<file path="src/hdl/cpu_pkg.sv">
/*
  cpu package
  word and index types, alu operation codes, the instruction word union
  and the encodings shared by the five-stage rv32i subset pipeline
*/
package cpu_pkg;

  typedef logic [31:0] word_t;     // data or address word
  typedef logic [4:0]  reg_idx_t;  // register index

  typedef enum logic [3:0] {
    alu_add,
    alu_sub,
    alu_and,
    alu_or,
    alu_xor,
    alu_sll,
    alu_srl,
    alu_sra,
    alu_slt
  } alu_op_t;

  typedef struct packed {
    logic [6:0] funct7;  // bit 5 picks sub / sra
    reg_idx_t   rs2;
    reg_idx_t   rs1;
    logic [2:0] funct3;
    reg_idx_t   rd;
    logic [6:0] opcode;
  } r_view_t;

  typedef struct packed {
    logic [11:0] imm;  // sign extended by decode
    reg_idx_t    rs1;
    logic [2:0]  funct3;
    reg_idx_t    rd;
    logic [6:0]  opcode;
  } i_view_t;

  typedef struct packed {
    logic [6:0] imm_hi;  // imm[11:5]
    reg_idx_t   rs2;
    reg_idx_t   rs1;
    logic [2:0] funct3;
    logic [4:0] imm_lo;  // imm[4:0]
    logic [6:0] opcode;
  } s_view_t;

  // one instruction word seen through each format
  typedef union packed {
    r_view_t r;
    i_view_t i;
    s_view_t s;
  } inst_t;

  localparam logic [6:0] op_reg    = 7'b0110011;
  localparam logic [6:0] op_imm    = 7'b0010011;
  localparam logic [6:0] op_load   = 7'b0000011;
  localparam logic [6:0] op_store  = 7'b0100011;
  localparam logic [6:0] op_system = 7'b1110011;  // ecall

  localparam logic [2:0] f3_add_sub = 3'b000;
  localparam logic [2:0] f3_sll     = 3'b001;
  localparam logic [2:0] f3_slt     = 3'b010;
  localparam logic [2:0] f3_xor     = 3'b100;
  localparam logic [2:0] f3_srl_sra = 3'b101;
  localparam logic [2:0] f3_or      = 3'b110;
  localparam logic [2:0] f3_and     = 3'b111;

  localparam reg_idx_t halt_reg  = 5'd17;          // a7 holds the call number
  localparam word_t    halt_code = 32'd10;         // exit call
  localparam word_t    nop_inst  = 32'h00000013;   // addi x0, x0, 0

endpackage

</file>
<file path="src/hdl/register_file.sv">
/*
  register file
  32 x 32-bit, two read ports, one write port from writeback
  a read of the register being written returns the new value
*/
`timescale 1ns/1ps

module register_file (
  input  logic              clk,
  input  logic              reset,
  input  cpu_pkg::reg_idx_t rs1,
  input  cpu_pkg::reg_idx_t rs2,
  output cpu_pkg::word_t    rs1_data,
  output cpu_pkg::word_t    rs2_data,
  input  logic              wb_valid,  // never set for x0
  input  cpu_pkg::reg_idx_t wb_rd,
  input  cpu_pkg::word_t    wb_data
);
  import cpu_pkg::*;

  word_t regs [32];

  always_ff @(posedge clk) begin
    if (reset) begin
      for (int r = 0; r < 32; r++) begin
        regs[r] <= '0;              // each program starts clean
      end
    end else if (wb_valid) begin
      regs[wb_rd] <= wb_data;
    end
  end

  // x0 first, then same-cycle bypass
  assign rs1_data = (rs1 == '0) ? '0 :
                    (wb_valid && wb_rd == rs1) ? wb_data : regs[rs1];
  assign rs2_data = (rs2 == '0) ? '0 :
                    (wb_valid && wb_rd == rs2) ? wb_data : regs[rs2];

endmodule

</file>
<file path="config.mk">
export PLATFORM = sky130hd
export DESIGN_NAME = register_file
export DESIGN_NICKNAME = d
export VERILOG_FILES = /design/src/hdl/cpu_pkg.sv /design/src/hdl/register_file.sv
export SDC_FILE = /design/constraint.sdc
export NUM_CORES = 2
export LEC_CHECK = 0
export ABC_AREA = 1
export BUFFER_PORTS_ARGS = -buffer_cell sky130_fd_sc_hd__buf_4
export CAP_MARGIN = 15
export CORE_MARGIN = 1
export CORE_UTILIZATION = 30
export CTS_CLUSTER_DIAMETER = 150
export DETAILED_ROUTE_END_ITERATION = 10
export SLEW_MARGIN = 15
export SYNTH_ARGS = -nofsm -noshare
export SYNTH_HDL_FRONTEND = slang
export SYNTH_SLANG_ARGS = --single-unit
</file>
<file path="constraint.sdc">
create_clock -name clk -period 3.6 [get_ports clk]
set_input_delay 0.72 -clock clk [delete_from_list [all_inputs] [get_ports clk]]
set_output_delay 0.72 -clock clk [all_outputs]
set_load 0.1 [all_outputs]
</file>
==> results.sh <==
export IMPL_regMostFlops="regs"
export IMPL_p_switching_w=0.00929
export IMPL_most_common_layout_cells="1,777 x nand2_1, 1,348 x nor2_1, 1,075 x nand3_1"
export IMPL_synthCells=7464
export IMPL_grt_max_degree=95
export IMPL_cts_tree="yes"
export IMPL_holdWs_ns=0.511
export IMPL_synth_main_ff_cell="edfxtp_1"
export IMPL_cellPowerDensity_mw_per_mm2=456
export IMPL_ir_drop_mv=0.404
export IMPL_ys_warn_count=0
export IMPL_cp_max_fo=11
export IMPL_yosysSeqAreaShare_pct=52.5
export IMPL_rsz0062_at_grt="true"
export IMPL_post_route_min_period_ns=3.70
export IMPL_yosysTopAreaCell="edfxtp_1"
export IMPL_portBuffers=113
export IMPL_p_leak_nw=28.5
export IMPL_hold_violations=0
export IMPL_postCtsHoldBufs=0
export IMPL_area_delta_synth_final_pct=15.6
export IMPL_vias=54658
export IMPL_multiInputGateArea_mm2=0.0227
export IMPL_ios=114
export IMPL_criticalPathCategory="in2out"
export IMPL_row_count=161
export IMPL_clockBufferDepth=3
export IMPL_status="complete, but fails checks"
export IMPL_cts_root_buf="clkbuf_16"
export IMPL_drv_cap=0
export IMPL_syn_area_mm2=0.0586
export IMPL_die_w_um=444
export IMPL_endpoint="rs2_data[11]"
export IMPL_grt_pass1_wl_mm=339
export IMPL_clock_sinks=1024
export IMPL_antenna_found_initial=7
export IMPL_swShare_pct=30.1
export IMPL_via_per_inst=5.45
export IMPL_die_area_mm2=0.197
export IMPL_cts_resized=0
export IMPL_drive_above_1_share_pct=10.4
export IMPL_setup_viol_count_final=5
export IMPL_nNetsFinal=7462
export IMPL_synth_top_area_share_pct=52.5
export IMPL_core_area_mm2=0.193
export IMPL_postCtsSetupBuffers=0
export IMPL_ys_types=27
export IMPL_p_seq_share_pct=45.4
export IMPL_violations="negative setup slack"
export IMPL_syn_nets=7514
export IMPL_power_internal_w=0.0216
export IMPL_fin_setup_tns_ns=-0.230
export IMPL_grt_ovfl_total=0
export IMPL_end_kind="output port"
export IMPL_worstPathArrival_ns=2.98
export IMPL_combPwrFrac_pct=17.9
export IMPL_synth_async_reset_ratio_pct=0
export IMPL_top_regs="regs x1024"
export IMPL_routed_wl_mm=236
export IMPL_die_h_um=444
export IMPL_grt_usage_pct=23.1
export IMPL_timing_fmax_mhz=271
export IMPL_power_frac_clock_pct=36.7
export IMPL_cts_buffers=105
export IMPL_h_tree_depth=3
export IMPL_dr_pass1_iters=9
export IMPL_largest_reg_flops=1024
export IMPL_drc=0
export IMPL_hp_class="in2reg"
export IMPL_ant_nets=0
export IMPL_synth_enable_flop_cells=1024
export IMPL_slew_headroom_pct=41.2
export IMPL_cp_required_ns=2.88
export IMPL_dp_hpwl_mm=144
export IMPL_place_gp_congestion=0.939
export IMPL_layout_setup_ws_ns=-0.0967
export IMPL_tightest_slew_ns=0.882
export IMPL_fillers=19428
export IMPL_ys_ff_latch=1024
export IMPL_ys_top_cells_by_area="edfxtp_1 53%, nand2_1 12%, nand3_1 9.2%"
export IMPL_final_common_cell="nand2_1"
export IMPL_regArea_mm2=0.0307
export IMPL_cp_start_kind="input port"
export IMPL_startpoint="rs2[2]"
export IMPL_first_global_vias=51346
export IMPL_drt_wirelength_per_cell_um=23.5
export IMPL_syn_area_per_cell_um2=7.85
export IMPL_drtIter0Drc=8355
export IMPL_maxSlewViolCount=0
export IMPL_clk_pin_slew_ns=0.06
export IMPL_period_share_pct=103
export IMPL_initial_utilization_pct=30.3
[logic make-up after synthesis]
family | Yosys count | share of synthesized area, %
buffers and inverters | 1280 | 9.12
xor gates and xnor gates | 2 | 0.0299
AOI/OAI and AO/OA | 840 | 7.99
DFF | 1024 | 52.5
and+or+nand+nor | 4318 | 30.3
[synthesized netlist by cell type, types with 3 or more instances]
| master | count |
|---|---|
| buf_2 | 224 |
| nand2_1 | 1810 |
| clkbuf_1 | 305 |
| edfxtp_1 | 1024 |
| nor3_4 | 3 |
| or2_2 | 56 |
| o21ai_1 | 134 |
| o21ai_0 | 247 |
| buf_4 | 32 |
| buf_1 | 61 |
| nor2_1 | 1356 |
| nor3_1 | 9 |
| inv_2 | 8 |
| nand3_1 | 1078 |
| buf_6 | 18 |
| a21oi_1 | 266 |
| o211ai_1 | 187 |
| o22ai_1 | 5 |
| inv_1 | 630 |
[cell type report]
type	instances	area share [%]
clock inverters	79	0.987
inverters	639	3.59
flip-flops and latches	1024	45.4
repair buffers	482	7.67
well taps	2526	4.67
diodes	4	0.0148
clock buffers	120	4.15
multi-input cells	5160	33.5
[per-layer routing]
layer | GRT usage [%] | share of wire (%)
met5 | 0 | 0.014
met4 | 15.4 | 7.3
met1 | 28.5 | 37
met2 | 36.6 | 45
met3 | 4.39 | 11
[power groups by stage]
stage | combinational [W] | sequential, W | clock, W
floorplan | 0.00332 | 0.0142 | 0
global placement | 0.00529 | 0.0142 | 0
detailed placement | 0.00533 | 0.0143 | 0
CTS | 0.00534 | 0.0140 | 0.0114
global route | 0.00581 | 0.0141 | 0.0118
finish | 0.00553 | 0.0140 | 0.0113
[per-stage QoR]
stage                     power, W  instances  util [%]  setup slack, ns  area, µm²
after floorplan             0.0175       7464         -           -0.265      58600
after global placement      0.0195       9828      33.1          0.00652      64000
after detailed placement    0.0196       9828      33.1           0.0231      64000
after CTS                   0.0308      10027      34.9           0.0194      67500
after global routing        0.0317      10033      35.0          -0.0330      67700
final                       0.0309      10034      35.0          -0.0967      67700
[worst min path at each step]
stage | startpoint | to | slack (ns) | cells past startpoint
after floorplan | wb_data[31] | regs[0][31]$_SDFFCE_PN0P_ | 0.97 | 2
after global placement | wb_data[21] | regs[12][21]$_SDFFCE_PN0P_ | 1.24 | 3
after detailed placement | wb_data[21] | regs[9][21]$_SDFFCE_PN0P_ | 1.26 | 3
after CTS | wb_data[21] | regs[9][21]$_SDFFCE_PN0P_ | 0.49 | 3
after global routing | wb_data[21] | regs[10][21]$_SDFFCE_PN0P_ | 0.54 | 3
final | wb_data[21] | regs[10][21]$_SDFFCE_PN0P_ | 0.51 | 3
[worst max-delay path, cell delays in order]
cell	delay, ns
buf_4	0.24
inv_2	0.10
nor2_4	0.11
buf_12	0.16
buf_4	0.16
nand3_1	0.13
nand2_1	0.09
a21oi_1	0.04
buf_4	0.15
nand2_1	0.25
nand2_1	0.28
a21oi_2	0.26
buf_6	0.25
No activity file was read; power rests on OpenSTA's default activity.
