<file path="src/hdl/cpu_pkg.sv">
/*
  cpu package
  word and index types, alu operation codes, the instruction word union
  and the encodings shared by the five-stage rv32i subset pipeline
*/
package cpu_pkg;

  typedef logic [31:0] word_t;     // data or address word
  typedef logic [4:0]  reg_idx_t;  // register index

  typedef enum logic [3:0] {
    alu_add,
    alu_sub,
    alu_and,
    alu_or,
    alu_xor,
    alu_sll,
    alu_srl,
    alu_sra,
    alu_slt
  } alu_op_t;

  typedef struct packed {
    logic [6:0] funct7;  // bit 5 picks sub / sra
    reg_idx_t   rs2;
    reg_idx_t   rs1;
    logic [2:0] funct3;
    reg_idx_t   rd;
    logic [6:0] opcode;
  } r_view_t;

  typedef struct packed {
    logic [11:0] imm;  // sign extended by decode
    reg_idx_t    rs1;
    logic [2:0]  funct3;
    reg_idx_t    rd;
    logic [6:0]  opcode;
  } i_view_t;

  typedef struct packed {
    logic [6:0] imm_hi;  // imm[11:5]
    reg_idx_t   rs2;
    reg_idx_t   rs1;
    logic [2:0] funct3;
    logic [4:0] imm_lo;  // imm[4:0]
    logic [6:0] opcode;
  } s_view_t;

  // one instruction word seen through each format
  typedef union packed {
    r_view_t r;
    i_view_t i;
    s_view_t s;
  } inst_t;

  localparam logic [6:0] op_reg    = 7'b0110011;
  localparam logic [6:0] op_imm    = 7'b0010011;
  localparam logic [6:0] op_load   = 7'b0000011;
  localparam logic [6:0] op_store  = 7'b0100011;
  localparam logic [6:0] op_system = 7'b1110011;  // ecall

  localparam logic [2:0] f3_add_sub = 3'b000;
  localparam logic [2:0] f3_sll     = 3'b001;
  localparam logic [2:0] f3_slt     = 3'b010;
  localparam logic [2:0] f3_xor     = 3'b100;
  localparam logic [2:0] f3_srl_sra = 3'b101;
  localparam logic [2:0] f3_or      = 3'b110;
  localparam logic [2:0] f3_and     = 3'b111;

  localparam reg_idx_t halt_reg  = 5'd17;          // a7 holds the call number
  localparam word_t    halt_code = 32'd10;         // exit call
  localparam word_t    nop_inst  = 32'h00000013;   // addi x0, x0, 0

endpackage

</file>
<file path="src/hdl/decode_stage.sv">
/*
  decode stage
  main control, immediate build, alu operation decode and ecall halt check
  loads the id/ex register, or a bubble while the hazard unit stalls
*/
`timescale 1ns/1ps

module decode_stage (
  input  logic              clk,
  input  logic              reset,
  input  logic              stall,
  input  cpu_pkg::inst_t    if_inst,
  output cpu_pkg::reg_idx_t rs1,
  output cpu_pkg::reg_idx_t rs2,
  input  cpu_pkg::word_t    rs1_data,
  input  cpu_pkg::word_t    rs2_data,
  output cpu_pkg::alu_op_t  ex_alu_op,
  output logic              ex_alu_src,
  output logic              ex_mem_read,
  output logic              ex_mem_write,
  output logic              ex_mem_to_reg,
  output logic              ex_reg_write,
  output cpu_pkg::reg_idx_t ex_rs1,
  output cpu_pkg::reg_idx_t ex_rs2,
  output cpu_pkg::reg_idx_t ex_rd,
  output cpu_pkg::word_t    ex_rs1_data,
  output cpu_pkg::word_t    ex_rs2_data,
  output cpu_pkg::word_t    ex_imm,
  output logic              ex_halt
);
  import cpu_pkg::*;

  logic    alu_src;
  logic    mem_read;
  logic    mem_write;
  logic    mem_to_reg;
  logic    reg_write;
  logic    is_ecall;
  logic    alt_bit;  // instruction bit 30
  alu_op_t alu_op;
  word_t   imm;

  always_comb begin
    alu_src    = 1'b0;
    mem_read   = 1'b0;
    mem_write  = 1'b0;
    mem_to_reg = 1'b0;
    reg_write  = 1'b0;
    is_ecall   = 1'b0;
    case (if_inst.r.opcode)
      op_reg: reg_write = 1'b1;
      op_imm: begin
        alu_src   = 1'b1;
        reg_write = 1'b1;
      end
      op_load: begin
        alu_src    = 1'b1;    // base plus offset
        mem_read   = 1'b1;
        mem_to_reg = 1'b1;
        reg_write  = 1'b1;
      end
      op_store: begin
        alu_src   = 1'b1;
        mem_write = 1'b1;
      end
      op_system: is_ecall = 1'b1;
      default: ;              // unknown opcodes retire as nothing
    endcase
  end

  // s view splits the offset around rd
  assign imm = (if_inst.r.opcode == op_store) ?
               {{20{if_inst.s.imm_hi[6]}}, if_inst.s.imm_hi, if_inst.s.imm_lo} :
               {{20{if_inst.i.imm[11]}}, if_inst.i.imm};

  assign alt_bit = if_inst.r.funct7[5];

  always_comb begin
    alu_op = alu_add;         // loads and stores add the offset
    if (if_inst.r.opcode == op_reg || if_inst.r.opcode == op_imm) begin
      case (if_inst.r.funct3)
        f3_add_sub: alu_op = (if_inst.r.opcode == op_reg && alt_bit) ? alu_sub : alu_add;
        f3_sll:     alu_op = alu_sll;
        f3_slt:     alu_op = alu_slt;
        f3_xor:     alu_op = alu_xor;
        f3_srl_sra: alu_op = alt_bit ? alu_sra : alu_srl;  // same bit in both formats
        f3_or:      alu_op = alu_or;
        f3_and:     alu_op = alu_and;
        default:    alu_op = alu_add;
      endcase
    end
  end

  assign rs1 = is_ecall ? halt_reg : if_inst.r.rs1;  // ecall reads a7
  assign rs2 = if_inst.r.rs2;

  always_ff @(posedge clk) begin
    if (reset || stall) begin
      ex_alu_op     <= alu_add;  // bubble
      ex_alu_src    <= 1'b0;
      ex_mem_read   <= 1'b0;
      ex_mem_write  <= 1'b0;
      ex_mem_to_reg <= 1'b0;
      ex_reg_write  <= 1'b0;
      ex_halt       <= 1'b0;
    end else begin
      ex_alu_op     <= alu_op;
      ex_alu_src    <= alu_src;
      ex_mem_read   <= mem_read;
      ex_mem_write  <= mem_write;
      ex_mem_to_reg <= mem_to_reg;
      ex_reg_write  <= reg_write;
      ex_halt       <= is_ecall && (rs1_data == halt_code);
    end
    ex_rs1      <= rs1;
    ex_rs2      <= rs2;
    ex_rd       <= if_inst.r.rd;
    ex_rs1_data <= rs1_data;
    ex_rs2_data <= rs2_data;
    ex_imm      <= imm;
  end

endmodule

</file>
<file path="config.mk">
export PLATFORM = sky130hd
export DESIGN_NAME = decode_stage
export DESIGN_NICKNAME = d
export VERILOG_FILES = /design/src/hdl/cpu_pkg.sv /design/src/hdl/decode_stage.sv
export SDC_FILE = /design/constraint.sdc
export NUM_CORES = 1
export LEC_CHECK = 0
export ABC_AREA = 1
export BUFFER_PORTS_ARGS = -buffer_cell sky130_fd_sc_hd__buf_2
export CORE_MARGIN = 5
export CORE_UTILIZATION = 37
export CTS_CLUSTER_SIZE = 25
export DETAILED_ROUTE_END_ITERATION = 12
export HOLD_SLACK_MARGIN = 0.03
export PLACE_DENSITY = 0.78
export SLEW_MARGIN = 30
export SYNTH_ARGS = -nofsm -noshare
export SYNTH_HDL_FRONTEND = slang
export SYNTH_SLANG_ARGS = --single-unit
</file>
<file path="constraint.sdc">
create_clock -name clk -period 1.1 [get_ports clk]
set_input_delay 0.055 -clock clk [delete_from_list [all_inputs] [get_ports clk]]
set_output_delay 0.055 -clock clk [all_outputs]
set_load 0.01 [all_outputs]
</file>
==> qor.csv <==
metric,value,unit
cts_buffer_depth,2,
overflow,0,
via_per_inst,4.08,
synth_cell_types,22,
syn_area,0.00271,mm²
numCtsBuffers,9,
cts_root_buf,clkbuf_8,
n_antenna_cell,0,
final-max-slew-violation-count,0,
io_pins,230,
violations,"negative hold slack, negative setup slack",
grt_pass1_vias,2775,
syn_nets,336,
cts_sinks,100,
vias,2654,
first_pass_iters,4,
cp_max_fo,5,
start_util,0.376,
fin_nets,646,
total_power,7.01,mW
finalCriticalPeriod,1.12,ns
cts_tree,done,
crit_path_frequent_cell,nand2_1,
hpwl,6360,µm
fmax,0.891,GHz
p_leak,2.58,nW
routed_wl,9590,µm
yosys_register_bits,100,
whs,-0.0892,ns
yosysSeqAreaShare,0.738,
finalNonFillerCells,651,
worst_pin_slew,0.261,ns
status,finished with violations,
final-setup-viol-count,1,
drv_cap,0,
endpoint_kind,flop,
wl_per_cell,14.7,µm
drtIter0Drc,55,
max_slew_margin,0.824,
drcViolationCount,0,
rows,31,
reg.largest.list,"ex_rs1_data: 32 flops, ex_rs2_data: 32 flops, ex_imm: 12 flops",
coreArea,0.00721,mm²
crit_slowest_cell,dlygate4sd3_1,
cpPeakStageDelay,0.56,ns
area_delta_synth_final,82.6,%
die_h,95.6,µm
cts_setup_buffers,0,
layout_common_cells,"229 x buf_2, 99 x dfxtp_1, 95 x dlygate4sd3_1",
clk_pin_slew,0.09,ns
path_delay_family,buffers and inverters,
hold_viol,1,
synth_area_leader_cell,dfxtp_1,
antenna_found_initial,0,
hold_end,ex_rs1[4],
final_common_cell,buf_2,
dieArea,0.00914,mm²
power_density,1410,mW/mm²
arrival,1.35,ns
htreeDepth,3,
path_class,primary input to flop,
critical_path_depth,8,
syn_inst,237,
grt_start_max_net_pins,22,
startpoint,if_inst[3],
ys_warn_count,0,
finish.instance_area,0.00495,mm²
synth_area_leaders,"dfxtp_1 74%, buf_4 7.2%, nand2_1 4.0%, inv_1 3.9%, nor2_1 3.6%",
peakVddDrop,891,µV
synth_top_area_share,0.738,
crit_required,1.33,ns
syn_avg_cell_area,11.4,µm²
grt.total_usage,0.198,
postLayoutSetupSlackWorst,-0.0221,ns
drtAntennaViolNets,0,
post-route-period-util,1.02,
final_layout_size_suffix_gt1_frac,0.484,
hold_path_class,primary input to flop,
rsz0062_at_grt,true,
cts_hold_buf,96,
die_w,95.6,µm
path_cells,buf_2 > inv_1 > nand2_1 > nor2_2 > nand2_1 > inv_2 > or2_2 > dlygate4sd3_1,
worstHoldStart,if_inst[19],
start_kind,primary input,
dpl-instance-area,0.00378,mm²
grt_pass1_wl,13600,µm
holdPathStages,2,
dp.cells,539,
cp.buffers_inverters,4,
routabilityCongestion,0.753,
io_buffer_count,229,
## worst max path at each step
stage,to,slack (ns)
2_1_floorplan,ex_imm[12],0.17
3_3_place_gp,rs1[0],0.12
3_5_place_dp,rs1[0],0.09
4_1_cts,ex_imm[16],0.007
5_1_grt,ex_mem_to_reg,-0.04
6_report,ex_rs1[0],-0.02
## Yosys cell counts (all sizes together)
cell type,number
and2,1
or2,2
a211oi,1
nand4,1
nor3,3
a21oi,1
nand3b,1
nor2,29
dfxtp,100
o21ai,6
inv,31
nor4,1
buf,27
nand2,29
nand3,4
## where the power goes
group | switching, mW | total (mW) | leakage, nW | internal [mW]
clock network | 1.27 | 2.20 | 0.0954 | 0.925
logic | 0.425 | 0.962 | 1.65 | 0.537
registers | 0.0548 | 3.85 | 0.841 | 3.80
total | 1.75 | 7.01 | 2.58 | 5.26
## timing repair
action,in CTS,in global routing
resized for setup,1,6
endpoints found under the setup margin,21,34
endpoints found under the hold margin,99,1
## layout make-up
class / instances / area [µm²]
fill: 537 / 2260
timing repair buffer: 326 / 2120
sequential: 100 / 2010
multi-input combinational: 79 / 395
clock buffer: 10 / 138
tap: 99 / 124
inverter: 31 / 116
clock inverter: 6 / 53.8
## logic make-up (layout without fill, tap and decap cells)
logic type | Yosys count | after routing | share of synthesized area
compound gates | 8 | 8 | 0.0226
simple gates | 71 | 71 | 0.120
buf+inv | 58 | 373 | 0.119
flops | 100 | 100 | 0.738
## metrics by stage
step / setup slack [ns] / TNS, ns / util
after floorplan: 0.170 / 0 / -
after global placement: 0.120 / 0 / 0.524
after detailed placement: 0.0919 / 0 / 0.524
after CTS: 0.00669 / 0 / 0.684
after global routing: -0.0434 / -0.150 / 0.687
final: -0.0221 / -0.0221 / 0.687
## per-layer routing
| layer | share of wire | track usage | vias to the layer above |
|---|---|---|---|
| li1 | - | - | 1303 |
| met1 | 0.30 | 0.182 | 1190 |
| met2 | 0.59 | 0.404 | 140 |
| met3 | 0.084 | 0.0505 | 21 |
| met4 | 0.025 | 0.0806 | 0 |
| met5 | 0 | 0 | - |
No activity file was read; power rests on OpenSTA's default activity.
