$ cat config.mk
export PLATFORM = sky130hd
export DESIGN_NAME = fetch_stage
export DESIGN_NICKNAME = d
export VERILOG_FILES = /design/src/hdl/cpu_pkg.sv /design/src/hdl/fetch_stage.sv
export SDC_FILE = /design/constraint.sdc
export NUM_CORES = 1
export LEC_CHECK = 0
export ABC_AREA = 0
export BUFFER_PORTS_ARGS = -buffer_cell sky130_fd_sc_hd__buf_2
export CAP_MARGIN = 40
export CELL_PAD_IN_SITES_DETAIL_PLACEMENT = 2
export CELL_PAD_IN_SITES_GLOBAL_PLACEMENT = 2
export CORE_MARGIN = 3
export CORE_UTILIZATION = 24
export DETAILED_ROUTE_END_ITERATION = 7
export GPL_TIMING_DRIVEN = 0
export PLACE_DENSITY_LB_ADDON = 0.1
export SETUP_SLACK_MARGIN = 0.3
export SLEW_MARGIN = 20
export SYNTH_ARGS = -nofsm -noshare
export SYNTH_HDL_FRONTEND = slang
export SYNTH_SLANG_ARGS = --single-unit
$ cat constraint.sdc
create_clock -name clk -period 3.8 [get_ports clk]
set_input_delay 0.38 -clock clk [delete_from_list [all_inputs] [get_ports clk]]
set_output_delay 0.38 -clock clk [all_outputs]
set_load 0.005 [all_outputs]
$ cat src/hdl/cpu_pkg.sv
/*
  cpu package
  word and index types, alu operation codes, the instruction word union
  and the encodings shared by the five-stage rv32i subset pipeline
*/
package cpu_pkg;

  typedef logic [31:0] word_t;     // data or address word
  typedef logic [4:0]  reg_idx_t;  // register index

  typedef enum logic [3:0] {
    alu_add,
    alu_sub,
    alu_and,
    alu_or,
    alu_xor,
    alu_sll,
    alu_srl,
    alu_sra,
    alu_slt
  } alu_op_t;

  typedef struct packed {
    logic [6:0] funct7;  // bit 5 picks sub / sra
    reg_idx_t   rs2;
    reg_idx_t   rs1;
    logic [2:0] funct3;
    reg_idx_t   rd;
    logic [6:0] opcode;
  } r_view_t;

  typedef struct packed {
    logic [11:0] imm;  // sign extended by decode
    reg_idx_t    rs1;
    logic [2:0]  funct3;
    reg_idx_t    rd;
    logic [6:0]  opcode;
  } i_view_t;

  typedef struct packed {
    logic [6:0] imm_hi;  // imm[11:5]
    reg_idx_t   rs2;
    reg_idx_t   rs1;
    logic [2:0] funct3;
    logic [4:0] imm_lo;  // imm[4:0]
    logic [6:0] opcode;
  } s_view_t;

  // one instruction word seen through each format
  typedef union packed {
    r_view_t r;
    i_view_t i;
    s_view_t s;
  } inst_t;

  localparam logic [6:0] op_reg    = 7'b0110011;
  localparam logic [6:0] op_imm    = 7'b0010011;
  localparam logic [6:0] op_load   = 7'b0000011;
  localparam logic [6:0] op_store  = 7'b0100011;
  localparam logic [6:0] op_system = 7'b1110011;  // ecall

  localparam logic [2:0] f3_add_sub = 3'b000;
  localparam logic [2:0] f3_sll     = 3'b001;
  localparam logic [2:0] f3_slt     = 3'b010;
  localparam logic [2:0] f3_xor     = 3'b100;
  localparam logic [2:0] f3_srl_sra = 3'b101;
  localparam logic [2:0] f3_or      = 3'b110;
  localparam logic [2:0] f3_and     = 3'b111;

  localparam reg_idx_t halt_reg  = 5'd17;          // a7 holds the call number
  localparam word_t    halt_code = 32'd10;         // exit call
  localparam word_t    nop_inst  = 32'h00000013;   // addi x0, x0, 0

endpackage

$ cat src/hdl/fetch_stage.sv
/*
  fetch stage
  program counter and if/id instruction register, both held on stall
*/
`timescale 1ns/1ps

module fetch_stage (
  input  logic           clk,
  input  logic           reset,
  input  logic           stall,
  output cpu_pkg::word_t imem_addr,
  input  cpu_pkg::word_t imem_data,
  output cpu_pkg::inst_t if_inst
);
  import cpu_pkg::*;

  word_t pc;

  assign imem_addr = pc;  // memory answers in the same cycle

  always_ff @(posedge clk) begin
    if (reset) begin
      pc      <= '0;
      if_inst <= nop_inst;      // decode sees a harmless addi
    end else if (!stall) begin
      pc      <= pc + 32'd4;    // no redirects in this core
      if_inst <= imem_data;
    end
  end

endmodule

==> flow_summary.toml, run 1 <==
[floorplanning]
rows = 37
coreArea_um2 = 10400
die_h_um = 110
num_io_pins = 99
die_w_um = 110
dieArea_um2 = 12100
start_util_pct = 24.9

[detailed_routing]
first_pass_iters = 4
detail_route.iter0.violations = 34
ant_nets = 0
post-route-drc-count = 0
wl_mm = 7.96
wl_per_cell_um = 15.2
num_vias = 2442
viasPerCell = 4.66

[clock_tree]
clk_pin_slew_ps = 80
cts_htree_levels = 3
cts-hold-fix-buffers = 0
post_cts_buffers = 0
cts_resized = 0
cts_buffer_depth = 2
root_buffer = "clkbuf_8"
cts_tree = "built"
cts_buffers = 9
clock_sinks = 62
insertion_delay_ps = 340

[timing]
fmax_ghz = 0.463
finalSetupTns_ps = 0
maxSlewViolCount = 0
post-route-period-util_pct = 56.8
relSlewSlack_pct = 54.9
min_period_ps = 2160
setup_violations = 0
hold_viol = 0
clock_skew_ps = 11.9
rsz0062_at_grt = "false"
tightestPinTransition_ps = 676

[finish]
design_area_um2 = 3480
areaGrowthSynthToFinish_pct = 34.4
drive_gt1_share_pct = 32.2
nNetsFinal = 419
num_antenna_cells = 0
finalNonFillerCells = 524
final_cell_mix = "buf_2, dfxtp_1, nor2_1"
final_util_pct = 33.5
layout.cells.most_common = "buf_2"

[synthesis]
synthCells = 275
synthesis.area_um2 = 2590
yosysTopAreaCell = "dfxtp_1"
synth_seq_cells = 62
ys_types = 40
yosys.area_share.simple_pct = 23.7
synth-edff-count = 0
synth_area_leaders = "dfxtp_1, mux2i_1, nor2_1"
ys.flop_type = "dfxtp_1"
synth_fa_ha_area_share_pct = 0.483
synth_async_sr_flop_share_pct = 0
synth_top_family_by_area = "simple AND/OR/NAND/NOR gates"
seq_area_frac_synth_pct = 47.9
synthMuxAreaShare_pct = 12.9
ys_warn_count = 0
synth_xor_xnor_area_share_pct = 3.72
netlist.area_leader.share_pct = 47.9
synth_compound_area_share_pct = 7.48
avgSynthCellArea_um2 = 9.43

[job]
cap_viol_max_count = 0

[global_route]
grt_pass1_wl_mm = 13.4
grt_overflow_total = 0
grt_max_degree = 12
grt_pass1_vias = 2644
grt.total_usage_pct = 14.3
grtUsageMet2_pct = 22.8
grt_use_met1_pct = 17.7
busiest_layer = "met2"
globalRouteMet3Util_pct = 5.11
antenna_found_initial = 0

[power]
ir_drop_v = 0.000178
power_mw = 1.52
power_frac_comb_pct = 7.1
power_switching_mw = 0.355
intPower_mw = 1.16
power_density_nw_per_um2 = 435
power_frac_clock_pct = 47.6
leakagePower_nw = 1.57
pwr-share-seq_pct = 45.3
p_sw_share_pct = 23.4

[placement]
post-dp-hpwl_mm = 5.88
gp_congestion = 0.684
dp.cells = 508
postPlaceCellArea_um2 = 3250
io_buffers = 96

[critical_path]
cp.required_ps = 4040
worstSetupStartpointType = "flop"
path_max_fanout = 10
crit_type = "flop to flop"
cp.arrival_ps = 2400
worst_r2r_path_depth = 5
end_kind = "flop"

[worst_hold_path]
min_path_cells = 3
hp-class = "input port to flop"

[outcome]
status = "finished, final reports clean"
-- metrics by stage --
step / worst slack [ps] / hold slack (ps)
global route: 1440 / 275
global placement: 1560 / 443
floorplan: 1950 / 463
CTS: 1600 / 256
finish: 1640 / 266
detailed placement: 1570 / 456
-- power by group through the flow --
stage	Combinational, mW	Clock (mW)	Sequential (mW)
floorplan	0.0528	0	0.702
global placement	0.108	0	0.701
detailed placement	0.112	0	0.702
CTS	0.112	0.745	0.687
global route	0.124	0.775	0.691
finish	0.108	0.722	0.686
-- final timing paths --
kind,from,endpoint,slack [ps]
setup / recovery,imem_addr[2],imem_addr[26],1640
hold / removal,imem_data[27],if_inst[27],270
setup reg to reg,imem_addr[2],imem_addr[26],1640
hold reg to reg,if_inst[4],if_inst[4],470
-- Yosys cell counts, drive strengths merged, types with 3 or more instances --
master  instances
a211o           3
nor2           46
nor2b           8
nand2           8
xnor2           7
dfxtp          62
mux2i          30
nor4            5
o31ai           7
buf             7
nand4           5
a21oi          15
or3             8
mux2            3
clkbuf          9
nand3          12
inv             5
o21ai           8
or4            10
xor2            4
-- area by class of cell --
class	instances	area, um2
plain buffers	16	77.6
inverters	5	18.8
multi-input cells	193	1260
flip-flops and latches	62	1240
clock buffers	10	128
well taps	136	170
repair buffers	96	480
clock inverters	6	110
fillers	1215	6930
-- state kept, by name, summed over array words and instances, names as in the netlist --
signal / cells
imem_addr: 30
if_inst: 32
-- routing by layer --
layer	vias up	wire length, um
met4	0	98
met5	-	0
met1	1191	3690
met2	64	3600
met3	7	569
li1	1180	-
-- worst max-delay path, cell delays in order, from the launching register on --
cell	delay [ps]
dfxtp_1	480
ha_1	280
nand3_1	240
clkbuf_1	330
nor4_1	360
mux2_2	360
-- logic make-up after synthesis --
group | count (synthesis)
buffers and inverters | 21
AO/OA/AOI/OAI | 33
other | 1
multiplexers | 33
XOR/XNOR | 11
AND/OR/NAND/NOR | 113
adder cells (fa/ha/maj) | 1
flip-flops | 62
No activity file was read; power rests on OpenSTA's default activity.
==> inputs of run 2 (changes only) <==
clock period = 1.9 ns   (was 3.8 ns; I/O delays follow)
==> flow_summary.toml, run 2 (same netlist as run 1, synthesis figures left out) <==
[detailed_routing]
viasPerCell = 4.67
ant_nets = 0
post-route-drc-count = 0
first_pass_iters = 4
wl_mm = 9.10
num_vias = 2613
detail_route.iter0.violations = 53
wl_per_cell_um = 16.3

[clock_tree]
cts-hold-fix-buffers = 0
cts_htree_levels = 3
cts_tree = "built"
root_buffer = "clkbuf_8"
cts_buffers = 9
clock_sinks = 62
clk_pin_slew_ps = 70
insertion_delay_ps = 340
cts_buffer_depth = 2

[finish]
finalNonFillerCells = 559
layout.cells.most_common = "buf_2"
areaGrowthSynthToFinish_pct = 58.3
drive_gt1_share_pct = 53.0
regMostFlops = "if_inst"
design_area_um2 = 4100
largest_reg_flops = 32
nNetsFinal = 454
final_cell_mix = "buf_2, nor2_1, dfxtp_1"
num_antenna_cells = 0
nFillCells = 1170

[timing]
rsz0062_at_grt = "true"
setup_violations = 0
min_period_ps = 1900
clock_skew_ps = 3.32
hold_ws_ps = 83.0
fmax_ghz = 0.527
tightestPinTransition_ps = 707
relSlewSlack_pct = 52.9
maxSlewViolCount = 0
hold_viol = 0
post-route-period-util_pct = 100
finalSetupTns_ps = 0

[critical_path]
crit_chain = "nand4_1, buf_4, or2_4, clkbuf_16, nor4_4, mux2_4"
path_buf_inv = 2
end_kind = "flop"
worstSetupStartpointType = "flop"
cp_top_family = "simple AND/OR/NAND/NOR gates"
crit_type = "flop to flop"
cp_slowest_cell = "dfxtp_4"
cpPeakStageDelay_ps = 360
path_max_fanout = 6
cp.arrival_ps = 2130
cp.required_ps = 2130

[global_route]
grt_max_degree = 11
grt.total_usage_pct = 14.6
antenna_found_initial = 0
grt_pass1_vias = 2725
grt_pass1_wl_mm = 13.7
grt_overflow_total = 0

[floorplanning]
start_util_pct = 24.9
die_w_um = 110
die_h_um = 110
coreArea_um2 = 10400
num_io_pins = 99
dieArea_um2 = 12100
rows = 37

[placement]
io_buffers = 96
post-dp-hpwl_mm = 5.94
gp_congestion = 0.739
dp.cells = 508
postPlaceCellArea_um2 = 3320

[worst_hold_path]
hp-class = "input port to flop"

[outcome]
status = "finished, final reports clean"

[power]
power_mw = 2.81
power_density_nw_per_um2 = 684
leakagePower_nw = 1.86
ir_drop_v = 0.000277

[job]
cap_viol_max_count = 0
[run 2: cell types whose count changed in the layout (fill, tap and decap cells not counted), moves of 6 or more]
cell / delta
a21oi_1: -8
a21oi_2: +8
buf_4: +28
dfxtp_1: -28
dfxtp_2: +10
dfxtp_4: +18
or4_4: +6
[run 2: worst paths after layout]
kind,startpoint,endpoint,slack (ps),depth (start not counted)
worst max-delay path,imem_addr[14],imem_addr[26],0.9,6
worst min-delay path,imem_data[10],if_inst[10],80,3
worst max register to register,imem_addr[14],imem_addr[26],0.9,6
worst min register to register,if_inst[0],if_inst[0],470,1
[run 2: repair_timing]
| item | in CTS | in global routing |
|---|---|---|
| pin swaps | 12 | 21 |
| buffers inserted | 17 | 16 |
| setup endpoints to repair | 19 | 18 |
| resized for setup | 32 | 46 |
| gates cloned | 1 | 1 |
| hold endpoints to repair | 0 | 0 |
[run 2: per-layer routing]
metal  up-vias  share of wire [%]  GRT usage (%)
met5         -                  0              0
met4         0                1.4           6.14
met3         9                7.0           4.93
met2        63                 48           23.4
met1      1291                 43           17.8
li1       1250                  -              -
[run 2: area by class of cell]
type	count	area, um2	area share (%)
multi-input cells	193	1480	36.1
flip-flops and latches	62	1320	32.2
repair buffers	131	786	19.1
clock buffers	14	204	4.97
well taps	136	170	4.15
plain buffers	16	111	2.71
inverters	5	18.8	0.457
clock inverters	2	10.0	0.244
[run 2: worst reg2reg max path: cells and delay by family (launching register included)]
family	cells	cell delay [ps]
muxes	1	320
DFF	1	360
and+or+nand+nor	3	750
buffers and inverters	2	350
[run 2: power breakdown]
group	internal, mW	leakage [nW]	total (mW)	switching [mW]
clock	0.693	0.114	1.23	0.541
sequential	1.32	0.526	1.35	0.0309
combinational	0.110	1.22	0.221	0.110
[run 2: through the flow]
| stage | utilization, % | worst slack [ps] |
|---|---|---|
| after floorplan | - | 219 |
| after global placement | 31.9 | -24.2 |
| after detailed placement | 31.9 | -84.2 |
| after CTS | 36.2 | 92.7 |
| after global routing | 39.4 | -97.4 |
| final | 39.4 | 0.940 |
