===== config.mk =====
export PLATFORM = sky130hd
export DESIGN_NAME = hazard_unit
export DESIGN_NICKNAME = d
export VERILOG_FILES = /design/src/hdl/cpu_pkg.sv /design/src/hdl/hazard_unit.sv
export SDC_FILE = /design/constraint.sdc
export NUM_CORES = 1
export LEC_CHECK = 0
export BUFFER_PORTS_ARGS = -buffer_cell sky130_fd_sc_hd__buf_2
export CORE_MARGIN = 2
export CORE_UTILIZATION = 34
export DETAILED_ROUTE_END_ITERATION = 16
export PLACE_DENSITY = 0.9
export SKIP_LAST_GASP = 1
export SYNTH_ARGS = -nofsm -noshare
export SYNTH_HDL_FRONTEND = slang
export SYNTH_SLANG_ARGS = --single-unit
export TNS_END_PERCENT = 30

===== constraint.sdc =====
create_clock -name vclk -period 1.6
set_clock_uncertainty 0.05 [all_clocks]
set_input_delay 0.08 -clock vclk [all_inputs]
set_output_delay 0.08 -clock vclk [all_outputs]
set_load 0.01 [all_outputs]

===== src/hdl/cpu_pkg.sv =====
/*
  cpu package
  word and index types, alu operation codes, the instruction word union
  and the encodings shared by the five-stage rv32i subset pipeline
*/
package cpu_pkg;

  typedef logic [31:0] word_t;     // data or address word
  typedef logic [4:0]  reg_idx_t;  // register index

  typedef enum logic [3:0] {
    alu_add,
    alu_sub,
    alu_and,
    alu_or,
    alu_xor,
    alu_sll,
    alu_srl,
    alu_sra,
    alu_slt
  } alu_op_t;

  typedef struct packed {
    logic [6:0] funct7;  // bit 5 picks sub / sra
    reg_idx_t   rs2;
    reg_idx_t   rs1;
    logic [2:0] funct3;
    reg_idx_t   rd;
    logic [6:0] opcode;
  } r_view_t;

  typedef struct packed {
    logic [11:0] imm;  // sign extended by decode
    reg_idx_t    rs1;
    logic [2:0]  funct3;
    reg_idx_t    rd;
    logic [6:0]  opcode;
  } i_view_t;

  typedef struct packed {
    logic [6:0] imm_hi;  // imm[11:5]
    reg_idx_t   rs2;
    reg_idx_t   rs1;
    logic [2:0] funct3;
    logic [4:0] imm_lo;  // imm[4:0]
    logic [6:0] opcode;
  } s_view_t;

  // one instruction word seen through each format
  typedef union packed {
    r_view_t r;
    i_view_t i;
    s_view_t s;
  } inst_t;

  localparam logic [6:0] op_reg    = 7'b0110011;
  localparam logic [6:0] op_imm    = 7'b0010011;
  localparam logic [6:0] op_load   = 7'b0000011;
  localparam logic [6:0] op_store  = 7'b0100011;
  localparam logic [6:0] op_system = 7'b1110011;  // ecall

  localparam logic [2:0] f3_add_sub = 3'b000;
  localparam logic [2:0] f3_sll     = 3'b001;
  localparam logic [2:0] f3_slt     = 3'b010;
  localparam logic [2:0] f3_xor     = 3'b100;
  localparam logic [2:0] f3_srl_sra = 3'b101;
  localparam logic [2:0] f3_or      = 3'b110;
  localparam logic [2:0] f3_and     = 3'b111;

  localparam reg_idx_t halt_reg  = 5'd17;          // a7 holds the call number
  localparam word_t    halt_code = 32'd10;         // exit call
  localparam word_t    nop_inst  = 32'h00000013;   // addi x0, x0, 0

endpackage


===== src/hdl/hazard_unit.sv =====
/*
  hazard unit
  forwarding selects for execute, stall for load-use and for an ecall
  whose a7 still has a writer in ex or mem
*/
`timescale 1ns/1ps

module hazard_unit (
  input  cpu_pkg::inst_t    if_inst,
  input  cpu_pkg::reg_idx_t ex_rs1,
  input  cpu_pkg::reg_idx_t ex_rs2,
  input  cpu_pkg::reg_idx_t ex_rd,
  input  logic              ex_mem_read,
  input  logic              ex_reg_write,
  input  cpu_pkg::reg_idx_t mem_rd,
  input  logic              mem_reg_write,
  input  cpu_pkg::reg_idx_t wb_rd,
  input  logic              wb_reg_write,
  output logic              stall,
  output logic [1:0]        fwd_a,
  output logic [1:0]        fwd_b
);
  import cpu_pkg::*;

  logic uses_rs1;
  logic uses_rs2;
  logic load_use;
  logic halt_wait;

  // ex/mem wins over mem/wb, x0 never forwarded
  function automatic logic [1:0] fwd_sel(reg_idx_t src);
    if (mem_reg_write && mem_rd != '0 && mem_rd == src) return 2'b01;
    if (wb_reg_write && wb_rd != '0 && wb_rd == src) return 2'b10;
    return 2'b00;
  endfunction

  always_comb begin
    fwd_a = fwd_sel(ex_rs1);
    fwd_b = fwd_sel(ex_rs2);
  end

  always_comb begin
    uses_rs2 = (if_inst.r.opcode == op_reg) || (if_inst.r.opcode == op_store);
    uses_rs1 = uses_rs2 || (if_inst.r.opcode == op_imm) || (if_inst.r.opcode == op_load);
    load_use = ex_mem_read && (ex_rd != '0) &&
               ((uses_rs1 && ex_rd == if_inst.r.rs1) || (uses_rs2 && ex_rd == if_inst.r.rs2));
    // halt is decided from the register file read
    halt_wait = (if_inst.r.opcode == op_system) &&
                ((ex_reg_write && ex_rd == halt_reg) || (mem_reg_write && mem_rd == halt_reg));
    stall = load_use || halt_wait;
  end

endmodule


==> results of run 1 <==
## kinds of logic (layout without fill, tap and decap cells)
logic type,count (synthesis),count (layout),share of synthesized area (%)
buf+inv,0,51,0
xor+xnor,30,30,57.4
simple gates,23,23,31.7
compound gates,5,5,10.9
## placed cells by master (no fill, tap or decap)
master     n
buf_2     51
xnor2_1   16
xor2_1    14
nand3_1    4
nand2_1    4
nor4_1     2
nor3_1     2
nor2_1     2
nand4_1    2
or4_1      2
nor4_2     2
or3_4      1
o31ai_4    1
nand4b_1   1
o22a_1     1
a41oi_1    1
o22ai_1    1
o21ai_1    1
or4_4      1
## synthesized netlist by cell type (all sizes together)
master   n
xnor2   16
xor2    14
nand2    4
nand3    4
nor4     4
or4      3
nand4    2
nor2     2
nor3     2
a41oi    1
nand4b   1
o21ai    1
o22a     1
o22ai    1
o31ai    1
or3      1
## repair_timing
| item | CTS | global route |
|---|---|---|
| setup endpoints to repair | 0 | 1 |
| hold endpoints to repair | 0 | 0 |
| gates resized for setup | 0 | 1 |
## metal layers
layer	vias up	track usage, %	share of wire, %
met3	0	1.09	16
met2	49	37.7	49
met4	0	1.67	0
li1	314	-	-
met5	-	0	0
met1	266	14.4	35
## where the power goes
part,internal [mW],switching (mW),total [mW]
combinational,0.0953,0.0814,0.177
clock,0,0,0
sequential,0,0,0
total,0.0953,0.0814,0.177
## worst min path at each step
stage	from	endpoint	slack, ns	depth (start not counted)
floorplan	mem_reg_write	fwd_a[0]	0.23	2
global placement	if_inst[5]	stall	0.47	4
detailed placement	if_inst[5]	stall	0.47	4
CTS	if_inst[5]	stall	0.47	4
global route	if_inst[5]	stall	0.48	4
finish	if_inst[5]	stall	0.47	4
## through the flow
stage / hold WS (ns) / total power [mW] / area, um2 / instances / util [%]
4_1_cts: 0.468 / 0.176 / 732 / 124 / 57.0
5_1_grt: 0.482 / 0.197 / 736 / 124 / 57.3
2_1_floorplan: 0.227 / 0.0798 / 458 / 58 / -
3_3_place_gp: 0.472 / 0.170 / 732 / 124 / 57.0
3_5_place_dp: 0.467 / 0.176 / 732 / 124 / 57.0
6_report: 0.472 / 0.177 / 736 / 124 / 57.3
## final cells by class
| class | count | share of cell area, % |
|---|---|---|
| multi-input combinational | 58 | 62.8 |
| timing repair buffer | 51 | 34.7 |
| tap | 15 | 2.55 |
==> results.cfg, run 1 <==
[run_status]
status = complete, no violations

[setup_path]
end_kind = output port
worstSetupPathType = in2out
crit_path_max_incr_delay_ns = 0.54
path_cells = buf_2, or4_1, o21ai_1, or4_4, nor4_2, buf_2
cp.arrival_ns = 1.37
worstPathMaxFanout = 3
crit_path_end = fwd_a[1]
start_kind = input pin
cp-startpoint = wb_rd[2]
path_buf_inv = 2
worst-endpoint-required_ns = 1.47
cp_common_cell = buf_2
critPathTopFamily = simple AND/OR/NAND/NOR gates
cpMaxStageDelayCell = or4_4
cp.depth = 6

[logic_synthesis]
syn_area_per_cell_um2 = 7.90
synth_nets = 119
synthDistinctLibCells = 17
seq_area_frac_synth_pct = 0
yosysTopAreaCellShare_pct = 30.6
ys_warn_count = 0
syn_inst = 58
syn_area_um2 = 458
netlist_top_cells_area = xnor2_1 (31%), xor2_1 (27%), nor4_2 (5.5%)
yosys.area.top_type = xnor2_1

[grt]
grt_overflow = 0
grt_pass1_vias = 520
grt_pass1_wl_um = 1890
antenna_found_initial = 0
grt_usage_pct = 16.1
grt_max_degree = 5

[finish]
areaGrowthSynthToFinish_pct = 60.7
drive_above_1_share_pct = 51.4
nClkBuffers = 0
fill_cells = 105
seq_cell_count = 0
ff_latch_area_um2 = 0
antenna_cells = 0
nets = 172
multiInputGateArea_um2 = 462

[detailed_routing]
viasPerCell = 5.07
dr_total_vias = 629
drc = 0
drtIter0Drc = 2
ant_nets = 0
wl_um = 1350
wl_per_cell_um = 10.8
drt_pre_antenna_iters = 2

[floorplanning]
die_area_um2 = 1660
start_util_pct = 35.6
fp-row-count = 13
die_w_um = 40.7
die_h_um = 40.7
ios = 66
core_um2 = 1280

[cts]
postCtsHoldBufs = 0
postCtsSetupRepairBufs = 0

[power_and_ir_drop]
power_density_nw_per_um2 = 240
ir_drop_uv = 107
p_leak_nw = 0.335

[place]
dp_hpwl_um = 1260
io_buffers = 51
dp_slack_ns = 0.105
gp_congestion = 0.747

[sta]
finalWorstSetupSlack_ns = 0.103
tightest_slew_ns = 0.461
period_minus_slack_ns = 1.50
hold_viol = 0
max_slew_margin_pct = 69.0
finalSetupTns_ns = 0
max_freq_mhz = 668
rsz0062_at_grt = no
slew_violations = 0
finalCritPeriodShare_pct = 93.6
setup_viol = 0

[min_path]
hp-class = in2out

[job]
cap_violations = 0
Note: power is estimated with default switching activity, not from simulation.
==> inputs of run 2 (changes only) <==
Settings changed: SETUP_SLACK_MARGIN set to 0.5.
==> run 2 against run 1 <==
- die area unchanged
- non-clock buffer count unchanged
- first-iteration DRC count unchanged
- final cell count unchanged
- routed wire length up 3.5%
- via count down 1.1%
- total power up 6.1%
- combinational power up 6%
- sequential share of layout area unchanged
- global-route usage down 0.90 points
- worst hold slack worse by 0.0098 ns
- critical endpoint unchanged
==> results.cfg, run 2 (synthesized netlist as in run 1, its figures left out) <==
[run_status]
status = complete, no violations

[grt]
antenna_found_initial = 0
grt_usage_pct = 15.2
grt_pass1_vias = 508
grt_pass1_wl_um = 1790
grt_max_degree = 5
grt_overflow = 0

[floorplanning]
die_h_um = 40.7
die_w_um = 40.7
fp-row-count = 13
core_um2 = 1280
die_area_um2 = 1660
start_util_pct = 35.6
ios = 66

[detailed_routing]
drc = 0
drtIter0Drc = 2
dr_total_vias = 622
drt_pre_antenna_iters = 2
wl_um = 1390
wl_per_cell_um = 11.2
viasPerCell = 5.02
ant_nets = 0

[sta]
tightest_slew_ns = 0.602
rsz0062_at_grt = yes
max_slew_margin_pct = 59.5
period_minus_slack_ns = 1.45
finalCritPeriodShare_pct = 90.9
hold_viol = 0
setup_viol = 0
max_freq_mhz = 687
slew_violations = 0
hold_ws_ns = 0.463
finalSetupTns_ns = 0

[finish]
fill_cells = 119
nClkBuffers = 0
drive_above_1_share_pct = 53.2
seq_cell_count = 0
final_core_util_pct = 59.4
antenna_cells = 0
final_common_cell = buf_2
nets = 172
mostFrequentLayoutCells = buf_2 (51), xnor2_1 (16), xor2_1 (14), nand3_1 (4), nand2_1 (4)
areaGrowthSynthToFinish_pct = 66.7
ff_latch_area_um2 = 0

[setup_path]
end_kind = output port
worst-endpoint-required_ns = 1.47
start_kind = input pin
cp.arrival_ns = 1.32
worstSetupPathType = in2out
worstPathMaxFanout = 2

[place]
io_buffers = 51
gp_congestion = 0.733
dp_hpwl_um = 1270

[power_and_ir_drop]
p_leak_nw = 0.337
ir_drop_uv = 124
power_density_nw_per_um2 = 246
seqPwrFrac_pct = 0
share_comb_of_total_power_pct = 100.0
p_switching_mw = 0.0893
p_sw_share_pct = 47.6
intPower_mw = 0.0982
total_power_mw = 0.187
p_clk_share_pct = 0

[min_path]
min_delay_worst_endpoint = stall
hp-class = in2out
holdCritStartpoint = if_inst[5]
hold_path_depth = 4

[cts]
postCtsSetupRepairBufs = 0

[job]
cap_violations = 0
[run 2: layout make-up]
class	count	area [um2]	share of cell area, %
multi-input cells	58	489	64.1
repair buffers	51	255	33.4
well taps	15	18.8	2.46
[run 2: critical path, stage by stage]
cell	delay, ns
buf_2	0.12
xor2_1	0.15
or4_4	0.55
nor4_4	0.26
buf_2	0.16
[run 2: power by group through the flow]
| stage | logic [mW] | clock network [mW] | registers [mW] |
|---|---|---|---|
| 6_report | 0.187 | 0 | 0 |
| 5_1_grt | 0.206 | 0 | 0 |
| 3_3_place_gp | 0.179 | 0 | 0 |
| 4_1_cts | 0.187 | 0 | 0 |
| 3_5_place_dp | 0.186 | 0 | 0 |
| 2_1_floorplan | 0.0896 | 0 | 0 |
[run 2: worst max path at each step]
stage / startpoint / slack, ns / end
after floorplan: ex_rs1[1] / 0.39 / fwd_a[1]
after CTS: ex_rs2[4] / 0.14 / fwd_b[1]
after global placement: ex_rs2[2] / 0.15 / fwd_b[1]
after global routing: ex_rs2[4] / 0.08 / fwd_b[1]
after detailed placement: ex_rs2[2] / 0.14 / fwd_b[1]
final: ex_rs1[1] / 0.15 / fwd_a[1]
[run 2: what timing repair did]
action / in CTS / in global routing
gates resized for setup: 0 / 1
setup endpoints to repair: 5 / 5
hold buffers: 0 / 0
pin swaps: 1 / 0
hold endpoints to repair: 0 / 0
cloned: 0 / 0
[run 2: metrics by stage]
| step | cell area, um2 | instances | setup WS (ns) |
|---|---|---|---|
| CTS | 757 | 124 | 0.145 |
| global placement | 757 | 124 | 0.153 |
| finish | 763 | 124 | 0.145 |
| global route | 763 | 124 | 0.0802 |
| floorplan | 483 | 58 | 0.390 |
| detailed placement | 757 | 124 | 0.139 |
[run 2: metal layers]
layer  GRT usage (%)  vias to the layer above  share of wire [%]
met5               0                        -                  0
met4               0                        0                  0
met3           0.543                        0                9.3
met2            34.9                       35                 55
met1            15.1                      272                 35
li1                -                      315                  -
